==> src/source/swerve_consts.svh <==
// Swerve register file constants
// Address map, channel counts and control bit positions
`ifndef SWERVE_CONSTS_SVH
`define SWERVE_CONSTS_SVH

// Broadcast addresses, 0x00 stays reserved
`define SWERVE_ADDR_ALL      6'h01 // Every motor control register
`define SWERVE_ADDR_ROT_ALL  6'h02 // Rotation control only
`define SWERVE_ADDR_DRV_ALL  6'h03 // Drive control only

// Drive channels, control at base+2n, status at base+2n+1
`define SWERVE_DRV_BASE      6'h04

// Rotation channels, five registers each
`define SWERVE_ROT_BASE      6'h0C
`define SWERVE_ROT_STRIDE    5
`define SWERVE_ROT_CTRL_OFS  0     // Brake, enable, direction, target 11:8
`define SWERVE_ROT_STAT_OFS  1
`define SWERVE_ROT_TGT_OFS   2     // Target angle low byte
`define SWERVE_ROT_CURL_OFS  3     // Current angle low byte
`define SWERVE_ROT_CURH_OFS  4     // Current angle high byte, also command

`define SWERVE_SERVO_BASE    6'h30

// Channel counts
`define SWERVE_NUM_DRV       4
`define SWERVE_NUM_ROT       4
`define SWERVE_NUM_SERVO     4
`define SWERVE_NUM_MOTOR     8     // Drive plus rotation
`define SWERVE_NUM_CTRL      16    // Writable registers

// Select vector layout
`define SWERVE_SEL_DRV       0
`define SWERVE_SEL_ROT       4
`define SWERVE_SEL_TGT       8
`define SWERVE_SEL_SERVO     12

// Bit positions
`define SWERVE_BIT_BRAKE     7
`define SWERVE_BIT_ENABLE    6
`define SWERVE_BIT_DIR       5
`define SWERVE_BIT_ABORT     4
`define SWERVE_BIT_UPDATE    5
`define SWERVE_BIT_DONE      7     // In current angle high byte

`endif

==> src/source/swerve_pkg.sv <==
// Swerve register file types
// Vector typedefs shared by the decode, execute and result stages
`include "swerve_consts.svh"

package swerve_pkg;

    // Host bus
    typedef logic [5:0] reg_addr_t;   // Register address
    typedef logic [7:0] reg_data_t;   // One register byte

    // Drive motor PWM duty, low bits of the drive control byte
    typedef logic [4:0] pwm_duty_t;

    // Rotation angle, 12 bits split over two registers
    typedef logic [11:0] angle_t;

    // Motor temperature from the ADC
    typedef logic [6:0] adc_temp_t;

    // One bit per writable register
    // Drive 0-3, rotation control 0-3, target low 0-3, servo 0-3
    typedef logic [`SWERVE_NUM_CTRL-1:0] ctrl_sel_t;

endpackage

==> src/source/swerve_wr_if.sv <==
// Write bus between the register file stages
// Decoded selects and commands forward, control bytes back for readback
`include "swerve_consts.svh"

interface swerve_wr_if;

    swerve_pkg::ctrl_sel_t wr_sel;    // Registers to load this cycle
    swerve_pkg::reg_data_t wr_byte;   // Byte to load
    logic                  cmd_valid; // Angle command strobe
    logic [1:0]            cmd_chan;  // Rotation channel of the command
    logic                  cmd_update;
    logic                  cmd_abort;

    // Current control register contents
    swerve_pkg::reg_data_t [`SWERVE_NUM_CTRL-1:0] ctrl_bytes;

    modport decode (
        output wr_sel, wr_byte, cmd_valid, cmd_chan, cmd_update, cmd_abort
    );

    modport execute (
        input  wr_sel, wr_byte, cmd_valid, cmd_chan, cmd_update, cmd_abort,
        output ctrl_bytes
    );

    modport result (
        input ctrl_bytes
    );

endinterface

==> src/source/swerve_write_decode.sv <==
// Write address decoder
// Host writes to register selects, broadcasts included, and angle commands
`include "swerve_consts.svh"

module swerve_write_decode (
    input  swerve_pkg::reg_addr_t address,
    input  logic                  write_en,
    input  swerve_pkg::reg_data_t wr_data,
    swerve_wr_if.decode           wr
);

    logic bcast_all; // 0x01 hit
    logic bcast_rot; // 0x02 hit
    logic bcast_drv; // 0x03 hit

    assign bcast_all = (address == `SWERVE_ADDR_ALL);
    assign bcast_rot = (address == `SWERVE_ADDR_ROT_ALL);
    assign bcast_drv = (address == `SWERVE_ADDR_DRV_ALL);

    // Same byte goes to every selected register
    assign wr.wr_byte    = wr_data;
    assign wr.cmd_update = wr_data[`SWERVE_BIT_UPDATE];
    assign wr.cmd_abort  = wr_data[`SWERVE_BIT_ABORT];

    always_comb begin
        wr.wr_sel    = '0;
        wr.cmd_valid = 1'b0;
        wr.cmd_chan  = '0;

        // Drive control, own address or drive/all broadcast
        for (int n = 0; n < `SWERVE_NUM_DRV; n++) begin
            wr.wr_sel[`SWERVE_SEL_DRV + n] = write_en &
                ((address == swerve_pkg::reg_addr_t'(`SWERVE_DRV_BASE + 2 * n)) |
                 bcast_all | bcast_drv);
        end

        for (int n = 0; n < `SWERVE_NUM_ROT; n++) begin
            // Rotation control, own address or rotation/all broadcast
            wr.wr_sel[`SWERVE_SEL_ROT + n] = write_en &
                ((address == swerve_pkg::reg_addr_t'(`SWERVE_ROT_BASE +
                  `SWERVE_ROT_STRIDE * n + `SWERVE_ROT_CTRL_OFS)) |
                 bcast_all | bcast_rot);

            // Target low byte only by its own address
            wr.wr_sel[`SWERVE_SEL_TGT + n] = write_en &
                (address == swerve_pkg::reg_addr_t'(`SWERVE_ROT_BASE +
                 `SWERVE_ROT_STRIDE * n + `SWERVE_ROT_TGT_OFS));

            // Current angle high byte doubles as command register
            if (write_en && (address == swerve_pkg::reg_addr_t'(`SWERVE_ROT_BASE +
                    `SWERVE_ROT_STRIDE * n + `SWERVE_ROT_CURH_OFS))) begin
                wr.cmd_valid = 1'b1;
                wr.cmd_chan  = n[1:0];
            end
        end

        // Servo positions, no broadcast
        for (int n = 0; n < `SWERVE_NUM_SERVO; n++) begin
            wr.wr_sel[`SWERVE_SEL_SERVO + n] = write_en &
                (address == swerve_pkg::reg_addr_t'(`SWERVE_SERVO_BASE + n));
        end
    end

endmodule

==> src/source/swerve_control_regs.sv <==
// Control register bank
// Holds the writable bytes, maps them onto motor outputs, issues angle strobes
`include "swerve_consts.svh"

module swerve_control_regs (
    input  logic                  clock,
    input  logic                  arst_n,
    swerve_wr_if.execute          wr,

    output logic [`SWERVE_NUM_MOTOR-1:0] brake,     // Drive 0-3, rotation 4-7
    output logic [`SWERVE_NUM_MOTOR-1:0] enable,
    output logic [`SWERVE_NUM_MOTOR-1:0] direction,
    output swerve_pkg::pwm_duty_t [`SWERVE_NUM_DRV-1:0]   pwm,
    output swerve_pkg::angle_t    [`SWERVE_NUM_ROT-1:0]   target_angle,
    output swerve_pkg::reg_data_t [`SWERVE_NUM_SERVO-1:0] servo_position,
    output logic [`SWERVE_NUM_ROT-1:0]   update_angle, // One cycle pulses
    output logic [`SWERVE_NUM_ROT-1:0]   abort_angle
);

    swerve_pkg::reg_data_t [`SWERVE_NUM_CTRL-1:0] ctrl_q;

    // Byte load, any number of selects at once for broadcasts
    always_ff @(posedge clock or negedge arst_n) begin
        if (!arst_n) begin
            ctrl_q <= '0;
        end else begin
            for (int i = 0; i < `SWERVE_NUM_CTRL; i++) begin
                if (wr.wr_sel[i])
                    ctrl_q[i] <= wr.wr_byte;
            end
        end
    end

    assign wr.ctrl_bytes = ctrl_q; // Readback path

    // Angle command strobes, clear themselves the cycle after
    always_ff @(posedge clock or negedge arst_n) begin
        if (!arst_n) begin
            update_angle <= '0;
            abort_angle  <= '0;
        end else begin
            update_angle <= '0;
            abort_angle  <= '0;
            if (wr.cmd_valid) begin
                update_angle[wr.cmd_chan] <= wr.cmd_update;
                abort_angle[wr.cmd_chan]  <= wr.cmd_abort;
            end
        end
    end

    always_comb begin
        // Drive motors take the low output bits
        for (int n = 0; n < `SWERVE_NUM_DRV; n++) begin
            brake[n]     = ctrl_q[`SWERVE_SEL_DRV + n][`SWERVE_BIT_BRAKE];
            enable[n]    = ctrl_q[`SWERVE_SEL_DRV + n][`SWERVE_BIT_ENABLE];
            direction[n] = ctrl_q[`SWERVE_SEL_DRV + n][`SWERVE_BIT_DIR];
            pwm[n]       = swerve_pkg::pwm_duty_t'(ctrl_q[`SWERVE_SEL_DRV + n]); // Bits 4:0
        end

        // Rotation motors above them
        for (int n = 0; n < `SWERVE_NUM_ROT; n++) begin
            brake[`SWERVE_NUM_DRV + n]     = ctrl_q[`SWERVE_SEL_ROT + n][`SWERVE_BIT_BRAKE];
            enable[`SWERVE_NUM_DRV + n]    = ctrl_q[`SWERVE_SEL_ROT + n][`SWERVE_BIT_ENABLE];
            direction[`SWERVE_NUM_DRV + n] = ctrl_q[`SWERVE_SEL_ROT + n][`SWERVE_BIT_DIR];

            // High nibble from control byte, low byte from its own register
            target_angle[n] = {ctrl_q[`SWERVE_SEL_ROT + n][3:0],
                               ctrl_q[`SWERVE_SEL_TGT + n]};
        end

        for (int n = 0; n < `SWERVE_NUM_SERVO; n++) begin
            servo_position[n] = ctrl_q[`SWERVE_SEL_SERVO + n];
        end
    end

endmodule

==> src/source/swerve_status_read.sv <==
// Status capture and read port
// Samples motor status every cycle, returns status or control bytes by address
`include "swerve_consts.svh"

module swerve_status_read (
    input  logic                  clock,
    input  logic                  arst_n,
    input  swerve_pkg::reg_addr_t address,
    input  logic                  read_en,
    output swerve_pkg::reg_data_t rd_data,

    input  logic [`SWERVE_NUM_MOTOR-1:0]                  fault,
    input  swerve_pkg::adc_temp_t [`SWERVE_NUM_MOTOR-1:0] adc_temp,
    input  logic [`SWERVE_NUM_ROT-1:0]                    startup_fail,
    input  swerve_pkg::angle_t    [`SWERVE_NUM_ROT-1:0]   current_angle,
    input  logic [`SWERVE_NUM_ROT-1:0]                    angle_done,

    swerve_wr_if.result           wr
);

    swerve_pkg::reg_data_t [`SWERVE_NUM_DRV-1:0] drv_stat_q; // {fault, temp}
    swerve_pkg::reg_data_t [`SWERVE_NUM_ROT-1:0] rot_stat_q; // {fault, stall, temp 5:0}
    swerve_pkg::reg_data_t [`SWERVE_NUM_ROT-1:0] cur_lo_q;
    swerve_pkg::reg_data_t [`SWERVE_NUM_ROT-1:0] cur_hi_q;   // {done, 000, angle 11:8}
    swerve_pkg::reg_data_t                       rd_next;

    // Free running capture, one cycle behind the inputs
    always_ff @(posedge clock or negedge arst_n) begin
        if (!arst_n) begin
            drv_stat_q <= '0;
            rot_stat_q <= '0;
            cur_lo_q   <= '0;
            cur_hi_q   <= '0;
        end else begin
            for (int n = 0; n < `SWERVE_NUM_DRV; n++) begin
                drv_stat_q[n] <= {fault[n], adc_temp[n]};
            end
            for (int n = 0; n < `SWERVE_NUM_ROT; n++) begin
                rot_stat_q[n] <= {fault[`SWERVE_NUM_DRV + n], startup_fail[n],
                                  adc_temp[`SWERVE_NUM_DRV + n][5:0]};
                cur_lo_q[n]   <= current_angle[n][7:0];
                cur_hi_q[n]   <= {angle_done[n], 3'b000, current_angle[n][11:8]};
            end
        end
    end

    // Read mux, anything unmatched stays zero
    always_comb begin
        rd_next = '0;

        for (int n = 0; n < `SWERVE_NUM_DRV; n++) begin
            if (address == swerve_pkg::reg_addr_t'(`SWERVE_DRV_BASE + 2 * n))
                rd_next = wr.ctrl_bytes[`SWERVE_SEL_DRV + n];
            if (address == swerve_pkg::reg_addr_t'(`SWERVE_DRV_BASE + 2 * n + 1))
                rd_next = drv_stat_q[n];
        end

        for (int n = 0; n < `SWERVE_NUM_ROT; n++) begin
            case (address - swerve_pkg::reg_addr_t'(`SWERVE_ROT_BASE + `SWERVE_ROT_STRIDE * n))
                swerve_pkg::reg_addr_t'(`SWERVE_ROT_CTRL_OFS):
                    rd_next = wr.ctrl_bytes[`SWERVE_SEL_ROT + n];
                swerve_pkg::reg_addr_t'(`SWERVE_ROT_STAT_OFS):
                    rd_next = rot_stat_q[n];
                swerve_pkg::reg_addr_t'(`SWERVE_ROT_TGT_OFS):
                    rd_next = wr.ctrl_bytes[`SWERVE_SEL_TGT + n];
                swerve_pkg::reg_addr_t'(`SWERVE_ROT_CURL_OFS):
                    rd_next = cur_lo_q[n];
                swerve_pkg::reg_addr_t'(`SWERVE_ROT_CURH_OFS):
                    rd_next = cur_hi_q[n]; // Status view, writes here are commands
                default: ;
            endcase
        end

        for (int n = 0; n < `SWERVE_NUM_SERVO; n++) begin
            if (address == swerve_pkg::reg_addr_t'(`SWERVE_SERVO_BASE + n))
                rd_next = wr.ctrl_bytes[`SWERVE_SEL_SERVO + n];
        end
    end

    // Registered read port, holds between reads
    always_ff @(posedge clock or negedge arst_n) begin
        if (!arst_n)
            rd_data <= '0;
        else if (read_en)
            rd_data <= rd_next;
    end

endmodule

==> src/source/swerve_regs_top.sv <==
// Swerve drive register file top level
// Write decode, control registers and status read joined over one write bus
`include "swerve_consts.svh"

module swerve_regs_top (
    input  logic                  clock,
    input  logic                  arst_n,

    // Host port
    input  swerve_pkg::reg_addr_t address,
    input  logic                  write_en,
    input  swerve_pkg::reg_data_t wr_data,
    input  logic                  read_en,
    output swerve_pkg::reg_data_t rd_data,

    // Motor status
    input  logic [`SWERVE_NUM_MOTOR-1:0]                  fault,
    input  swerve_pkg::adc_temp_t [`SWERVE_NUM_MOTOR-1:0] adc_temp,
    input  logic [`SWERVE_NUM_ROT-1:0]                    startup_fail,
    input  swerve_pkg::angle_t    [`SWERVE_NUM_ROT-1:0]   current_angle,
    input  logic [`SWERVE_NUM_ROT-1:0]                    angle_done,

    // Motor control
    output logic [`SWERVE_NUM_MOTOR-1:0]                  brake,
    output logic [`SWERVE_NUM_MOTOR-1:0]                  enable,
    output logic [`SWERVE_NUM_MOTOR-1:0]                  direction,
    output swerve_pkg::pwm_duty_t [`SWERVE_NUM_DRV-1:0]   pwm,
    output swerve_pkg::angle_t    [`SWERVE_NUM_ROT-1:0]   target_angle,
    output swerve_pkg::reg_data_t [`SWERVE_NUM_SERVO-1:0] servo_position,
    output logic [`SWERVE_NUM_ROT-1:0]                    update_angle,
    output logic [`SWERVE_NUM_ROT-1:0]                    abort_angle
);

    swerve_wr_if wr_bus (); // Decode to execute, control bytes back to read

    // Host writes into selects and commands
    swerve_write_decode u_decode (
        .address  (address),
        .write_en (write_en),
        .wr_data  (wr_data),
        .wr       (wr_bus.decode)
    );

    swerve_control_regs u_ctrl (
        .clock          (clock),
        .arst_n         (arst_n),
        .wr             (wr_bus.execute),
        .brake          (brake),
        .enable         (enable),
        .direction      (direction),
        .pwm            (pwm),
        .target_angle   (target_angle),
        .servo_position (servo_position),
        .update_angle   (update_angle),
        .abort_angle    (abort_angle)
    );

    // Status capture and readback
    swerve_status_read u_read (
        .clock         (clock),
        .arst_n        (arst_n),
        .address       (address),
        .read_en       (read_en),
        .rd_data       (rd_data),
        .fault         (fault),
        .adc_temp      (adc_temp),
        .startup_fail  (startup_fail),
        .current_angle (current_angle),
        .angle_done    (angle_done),
        .wr            (wr_bus.result)
    );

endmodule

==> config.mk <==
export PLATFORM = sky130hd
export DESIGN_NAME = swerve_regs_top
export DESIGN_NICKNAME = d
export VERILOG_FILES = /design/src/source/swerve_pkg.sv /design/src/source/swerve_wr_if.sv /design/src/source/swerve_write_decode.sv /design/src/source/swerve_control_regs.sv /design/src/source/swerve_status_read.sv /design/src/source/swerve_regs_top.sv
export VERILOG_INCLUDE_DIRS = /design/src /design/src/source
export SDC_FILE = /design/constraint.sdc
export NUM_CORES = 1
export LEC_CHECK = 0
export BUFFER_PORTS_ARGS = -buffer_cell sky130_fd_sc_hd__buf_2
export CORE_ASPECT_RATIO = 0.6
export CORE_MARGIN = 3
export CORE_UTILIZATION = 58
export DETAILED_ROUTE_END_ITERATION = 12
export PLACE_DENSITY = 0.85
export SLEW_MARGIN = 20
export SYNTH_ARGS = -nofsm -noshare
export SYNTH_HDL_FRONTEND = slang
export SYNTH_SLANG_ARGS = --single-unit
==> constraint.sdc <==
create_clock -name clock -period 5.2 [get_ports clock]
set_input_delay 0.52 -clock clock [delete_from_list [all_inputs] [get_ports clock]]
set_output_delay 0.52 -clock clock [all_outputs]
set_load 0.01 [all_outputs]
Word level (Yosys, flattened, before mapping) --
Index checks and enable logic that the tools add are counted.
Storage, ports and cells: output and inout bits 140, input bits 138, flip-flop bits (word level) 260
Cells by class: order comparisons 2, add/subtract/negate cells 4, multiplexer cells 27, reductions and logical operators 9, equality and inequality tests 43, bitwise logic cells 34
Operator list (count):
- $pmux 8 s5 | 4
- $mux 8 | 12
- $eq 6x2->1 const B | 10
- $eq 6x5->1 const B | 10
- $eq 6x3->1 const B | 8
- $eq 6x4->1 const B | 6
- $eq 6x1->1 const B | 5
- $eq 6x6->1 const B | 4
- $logic_not 6->1 | 4
- $sub 6x5->6 const B | 3
- $and 1x1->1 | 16
- $or 1x1->1 | 16
- $and 4x4->4 | 2
- $mux 4 | 2
- $mux 1 | 6
- $sub 6x4->6 const B | 1
- $logic_and 1x1->1 | 5
- $mux 2 | 2
- $lt 2x3->1 const B | 1
- $demux 1 s2 | 1
- $ge 2x1->1 const B | 1

Depth between registers and ports, before layout --
depth after elaboration 17, mapped depth 12, mapped depth without buffers 9

Modules after synthesis --
A second synthesis with hierarchy kept.
Unflattened totals: cell total of the unflattened synthesis 988, area total of the unflattened synthesis 12649.6 um^2
By module, submodules not included:
- swerve_control_regs | times used 1, cells an instance 420, area an instance 6206.0 um^2
- swerve_status_read | times used 1, cells an instance 505, area an instance 6008.3 um^2
- swerve_write_decode | times used 1, cells an instance 63, area an instance 435.4 um^2

Worst setup path before layout --
OpenSTA, ideal clock, no wires.
kind input port to flip-flop, from input port address[1], to register u_read.rd_data[5], stages on the path 10, arrival time 2.823 ns, required time 5.099 ns, setup time 0.101 ns, path slack 2.276 ns, path through buf_4 > inv_1 > clkbuf_1 > ha_1 > a21boi_0 > xor2_1 > nor3_1 > a222oi_1 > nor4b_1 > o32ai_1
On the way: cells in the longest elaborated chain, start to end 17
Ends and longest elaborated chain:
- start: declaration | RTL line swerve_regs_top.sv:10 | input swerve_pkg::reg_addr_t address,
- $eq 6x3->1 | RTL line swerve_status_read.sv:52 | if (address == swerve_pkg::reg_addr_t'(`SWERVE_DRV_BASE + 2 * n))
- $mux 8 | RTL line swerve_status_read.sv:52
- $mux 8 | RTL line swerve_status_read.sv:54 | if (address == swerve_pkg::reg_addr_t'(`SWERVE_DRV_BASE + 2 * n + 1))
- $mux 8 | RTL line swerve_status_read.sv:52
- $mux 8 | RTL line swerve_status_read.sv:54
- $mux 8 | RTL line swerve_status_read.sv:52
- $mux 8 | RTL line swerve_status_read.sv:54
- $mux 8 | RTL line swerve_status_read.sv:52
- $mux 8 | RTL line swerve_status_read.sv:54
- $pmux 8 s5 (4 in series) | RTL line swerve_status_read.sv:59 | case (address - swerve_pkg::reg_addr_t'(`SWERVE_ROT_BASE + `SWERVE_ROT_STRIDE * n))
- $mux 8 (3 in series) | RTL line swerve_status_read.sv:75 | if (address == swerve_pkg::reg_addr_t'(`SWERVE_SERVO_BASE + n))
- $mux 8 * | RTL line swerve_status_read.sv:75
- end signal: assignment | RTL line swerve_status_read.sv:85 | rd_data <= rd_next;
- end: declaration | RTL line swerve_status_read.sv:10 | output swerve_pkg::reg_data_t rd_data,
Every way passes the cells marked *; elsewhere a longest branch is shown, timed or not. A chain may end at the register's enable or synchronous reset.

Final worst setup path --
from input port address[1], to register u_read.rd_data[3]
The elaborated chain is that of the path after synthesis.

==> flow_summary.json <==
{
  "outcome": "complete, no violations",
  "report.final.slew_viol_count": 0,
  "seq_area_frac_synth_pct": 54.3,
  "clk_latency_ns": 0.53,
  "place_congestion": 0.936,
  "cts_root_buf": "clkbuf_16",
  "yosysTopAreaCell": "dfrtp_1",
  "critPathRequiredTime_ns": 5.61,
  "dr.pass1.iters": 8,
  "arrival_ns": 3.64,
  "via_per_inst": 6.18,
  "totalPowerFinal_mw": 5.04,
  "async_reset_ff_share_pct": 100,
  "cp-startpoint": "address[1]",
  "rsz0062_at_grt": "false",
  "drc": 0,
  "first_global_vias": 8718,
  "syn_area_per_cell_um2": 12.1,
  "tightest_slew_ns": 1.15,
  "clockBufferDepth": 3,
  "fillers": 1556,
  "postCtsSetupRepairBufs": 0,
  "clkSinkCount": 260,
  "drt_wl_total_um": 36500,
  "drive_above_1_share_pct": 42.0,
  "mappedNetlistNets": 1133,
  "period_minus_slack_ns": 3.22,
  "ir_drop_mv": 0.307,
  "grt_overflow": 0,
  "cts_tree": "done",
  "yosys.cell_types.count": 68,
  "ant_nets": 0,
  "postPlaceCellArea_um2": 12600,
  "num_vias": 8764,
  "num_antenna_cells": 0,
  "final_net_count": 1268,
  "cp_max_fo": 19,
  "synth_area_leaders": "dfrtp_1 54%, mux2_2 13%, buf_4 8.1%, mux2i_1 2.3%, a21oi_1 1.8%",
  "postCtsHoldBufs": 0,
  "cts_resized": 0,
  "wl_per_cell_um": 25.7,
  "ys_warn_count": 0,
  "cp-end-kind": "flip-flop",
  "skew_ns": 0.0159,
  "io_pins": 278,
  "grt_pass1_wl_um": 54800,
  "slowest_stage": "a21boi_1",
  "num_rows": 40,
  "synthCells": 991,
  "grtUsageTotal_pct": 32.5,
  "grt_max_degree": 105,
  "p_leak_nw": 6.46,
  "setup_viol": 0,
  "hold_path.class": "in2async",
  "die_area_um2": 22500,
  "criticalPathCategory": "in2reg",
  "cap_viol_max_count": 0,
  "power.density_nw_per_um2": 376,
  "dp_hpwl_um": 26600,
  "max_freq_ghz": 0.310,
  "drtIter0Drc": 890,
  "ff_latch_area_um2": 6510,
  "synth_edf_count": 0,
  "synth_area_um2": 12000,
  "initial_core_util_pct": 59.6,
  "fin_crit_sh_pct": 62.0,
  "cts_inserted_buffers": 24,
  "die_x_um": 192,
  "antenna_found_initial": 2,
  "design_area_um2": 13400,
  "slew_headroom_pct": 23.0,
  "synth_top_area_share_pct": 54.3,
  "synth-main-ff-cell": "dfrtp_1",
  "rr_startpoint": "u_ctrl.pwm[3]",
  "h-tree-depth": 1,
  "synth-seq-cells": 260,
  "clk_pin_slew_ns": 0.06,
  "syn2layout_area_growth_pct": 11.8,
  "slowest_delay_ns": 0.85,
  "dieHeight_um": 117,
  "core_um2": 20100,
  "crit_path_start_kind": "input pin",
  "multi_input_area_um2": 4290,
  "hold_viol_final": 0,
  "fin_tns_setup_ns": 0,
  "path_cells": "buf_2, inv_1, buf_4, ha_1, nand2_1, a21boi_1, a2111oi_0, o211ai_1, nand3_1, a221oi_1",
  "numPortBuffers": 273
}
-- placed cells by master (no fill, tap or decap), types with 9 or more instances in the layout --
master / netlist / layout
nand2_1: 43 / 43
a221oi_1: 10 / 10
a22oi_1: 19 / 19
o21ai_0: 30 / 30
buf_2: 16 / 271
mux2i_1: 28 / 28
nand3_1: 14 / 14
a22o_1: 9 / 9
clkbuf_16: 0 / 24
a21oi_1: 42 / 42
nor3_1: 18 / 15
mux2_2: 135 / 135
dfrtp_1: 260 / 260
nor2_1: 53 / 53
buf_4: 129 / 14
-- power by group --
group | switching [mW] | internal [mW] | leakage, nW
clock network | 0.753 | 0.929 | 0.366
registers | 0.184 | 2.27 | 3.21
logic | 0.497 | 0.407 | 2.88
total | 1.43 | 3.60 | 6.46
-- worst paths after layout --
check	end	slack, ns	depth (start not counted)
max	u_read.rd_data[3]	1.98	10
min	u_ctrl.servo_position[29]	0.06	1
max reg2reg	u_read.rd_data[3]	3.05	6
min reg2reg	u_ctrl.wr.ctrl_bytes[36]	0.51	1
max in group asynchronous	u_read.rot_stat_q[29]	3.95	2
min in group clock	u_read.cur_hi_q[16]	0.10	1
-- cell usage after synthesis (all sizes together), types with 4 or more instances --
library cell / instances
dfrtp: 260
buf: 147
mux2: 135
nor2: 54
nand2: 44
a21oi: 42
o21ai: 32
clkbuf: 30
mux2i: 28
nor3: 22
a22oi: 19
nand3: 14
a221oi: 10
a22o: 9
mux4: 8
nor2b: 8
o22ai: 8
inv: 7
nand2b: 7
a211oi: 6
and2: 6
a2111oi: 5
a31oi: 5
a32o: 5
a32oi: 5
o211ai: 5
o31ai: 5
a21boi: 4
a21o: 4
ha: 4
nand3b: 4
nor4: 4
o221ai: 4
-- cell type report --
cell class	count	area share, %
flip-flops and latches	260	48.6
repair buffers	286	11.0
inverters	8	0.224
multi-input cells	546	32.0
clock inverters	9	0.476
clock buffers	35	5.16
well taps	273	2.55
-- stage by stage --
step | setup WS, ns | hold WS, ns | utilization, % | cells
5_1_grt | 1.77 | 0.0855 | 66.6 | 1417
3_3_place_gp | 1.54 | 0.488 | 62.8 | 1373
4_1_cts | 1.99 | 0.0820 | 66.5 | 1417
3_5_place_dp | 1.45 | 0.498 | 62.8 | 1373
6_report | 1.98 | 0.0595 | 66.6 | 1417
2_1_floorplan | 2.28 | 0.224 | - | 991
-- registers in the layout, indices dropped and copies added (netlist names) --
| name | count |
|---|---|
| u_read.cur_lo_q | 32 |
| u_read.drv_stat_q | 32 |
| u_ctrl.enable | 8 |
| u_ctrl.pwm | 20 |
| u_ctrl.brake | 8 |
| u_read.cur_hi_q | 20 |
| u_read.rd_data | 8 |
| u_ctrl.abort_angle | 4 |
| u_ctrl.update_angle | 4 |
| u_ctrl.direction | 8 |
| u_ctrl.target_angle | 48 |
| u_read.rot_stat_q | 32 |
| u_ctrl.servo_position | 32 |
| u_ctrl.wr.ctrl_bytes | 4 |
-- metal layers --
metal | vias up | track usage [%] | wire, um
met3 | 60 | 11.4 | 4500
met1 | 4444 | 50.3 | 16300
met2 | 525 | 44.5 | 15000
met4 | 4 | 5.77 | 633
li1 | 3731 | - | -
met5 | - | 0 | 27
-- cell families (layout without fill, tap and decap cells) --
group | after synthesis | count (layout) | share of synthesized area (%)
buffers and inverters | 185 | 338 | 10.1
AO/OA/AOI/OAI | 190 | 190 | 11.0
adder cells (fa/ha/maj) | 4 | 4 | 0.418
XOR/XNOR | 4 | 4 | 0.292
flip-flops | 260 | 260 | 54.3
multiplexers | 171 | 171 | 16.5
AND/OR/NAND/NOR | 177 | 177 | 7.38
-- critical path: cells and delay by family --
kind | cells | cell delay [ns]
compound gates | 4 | 1.59
buf+inv | 3 | 0.64
fa+ha+maj | 1 | 0.60
simple gates | 2 | 0.28
(Power assumes the default switching activity.)
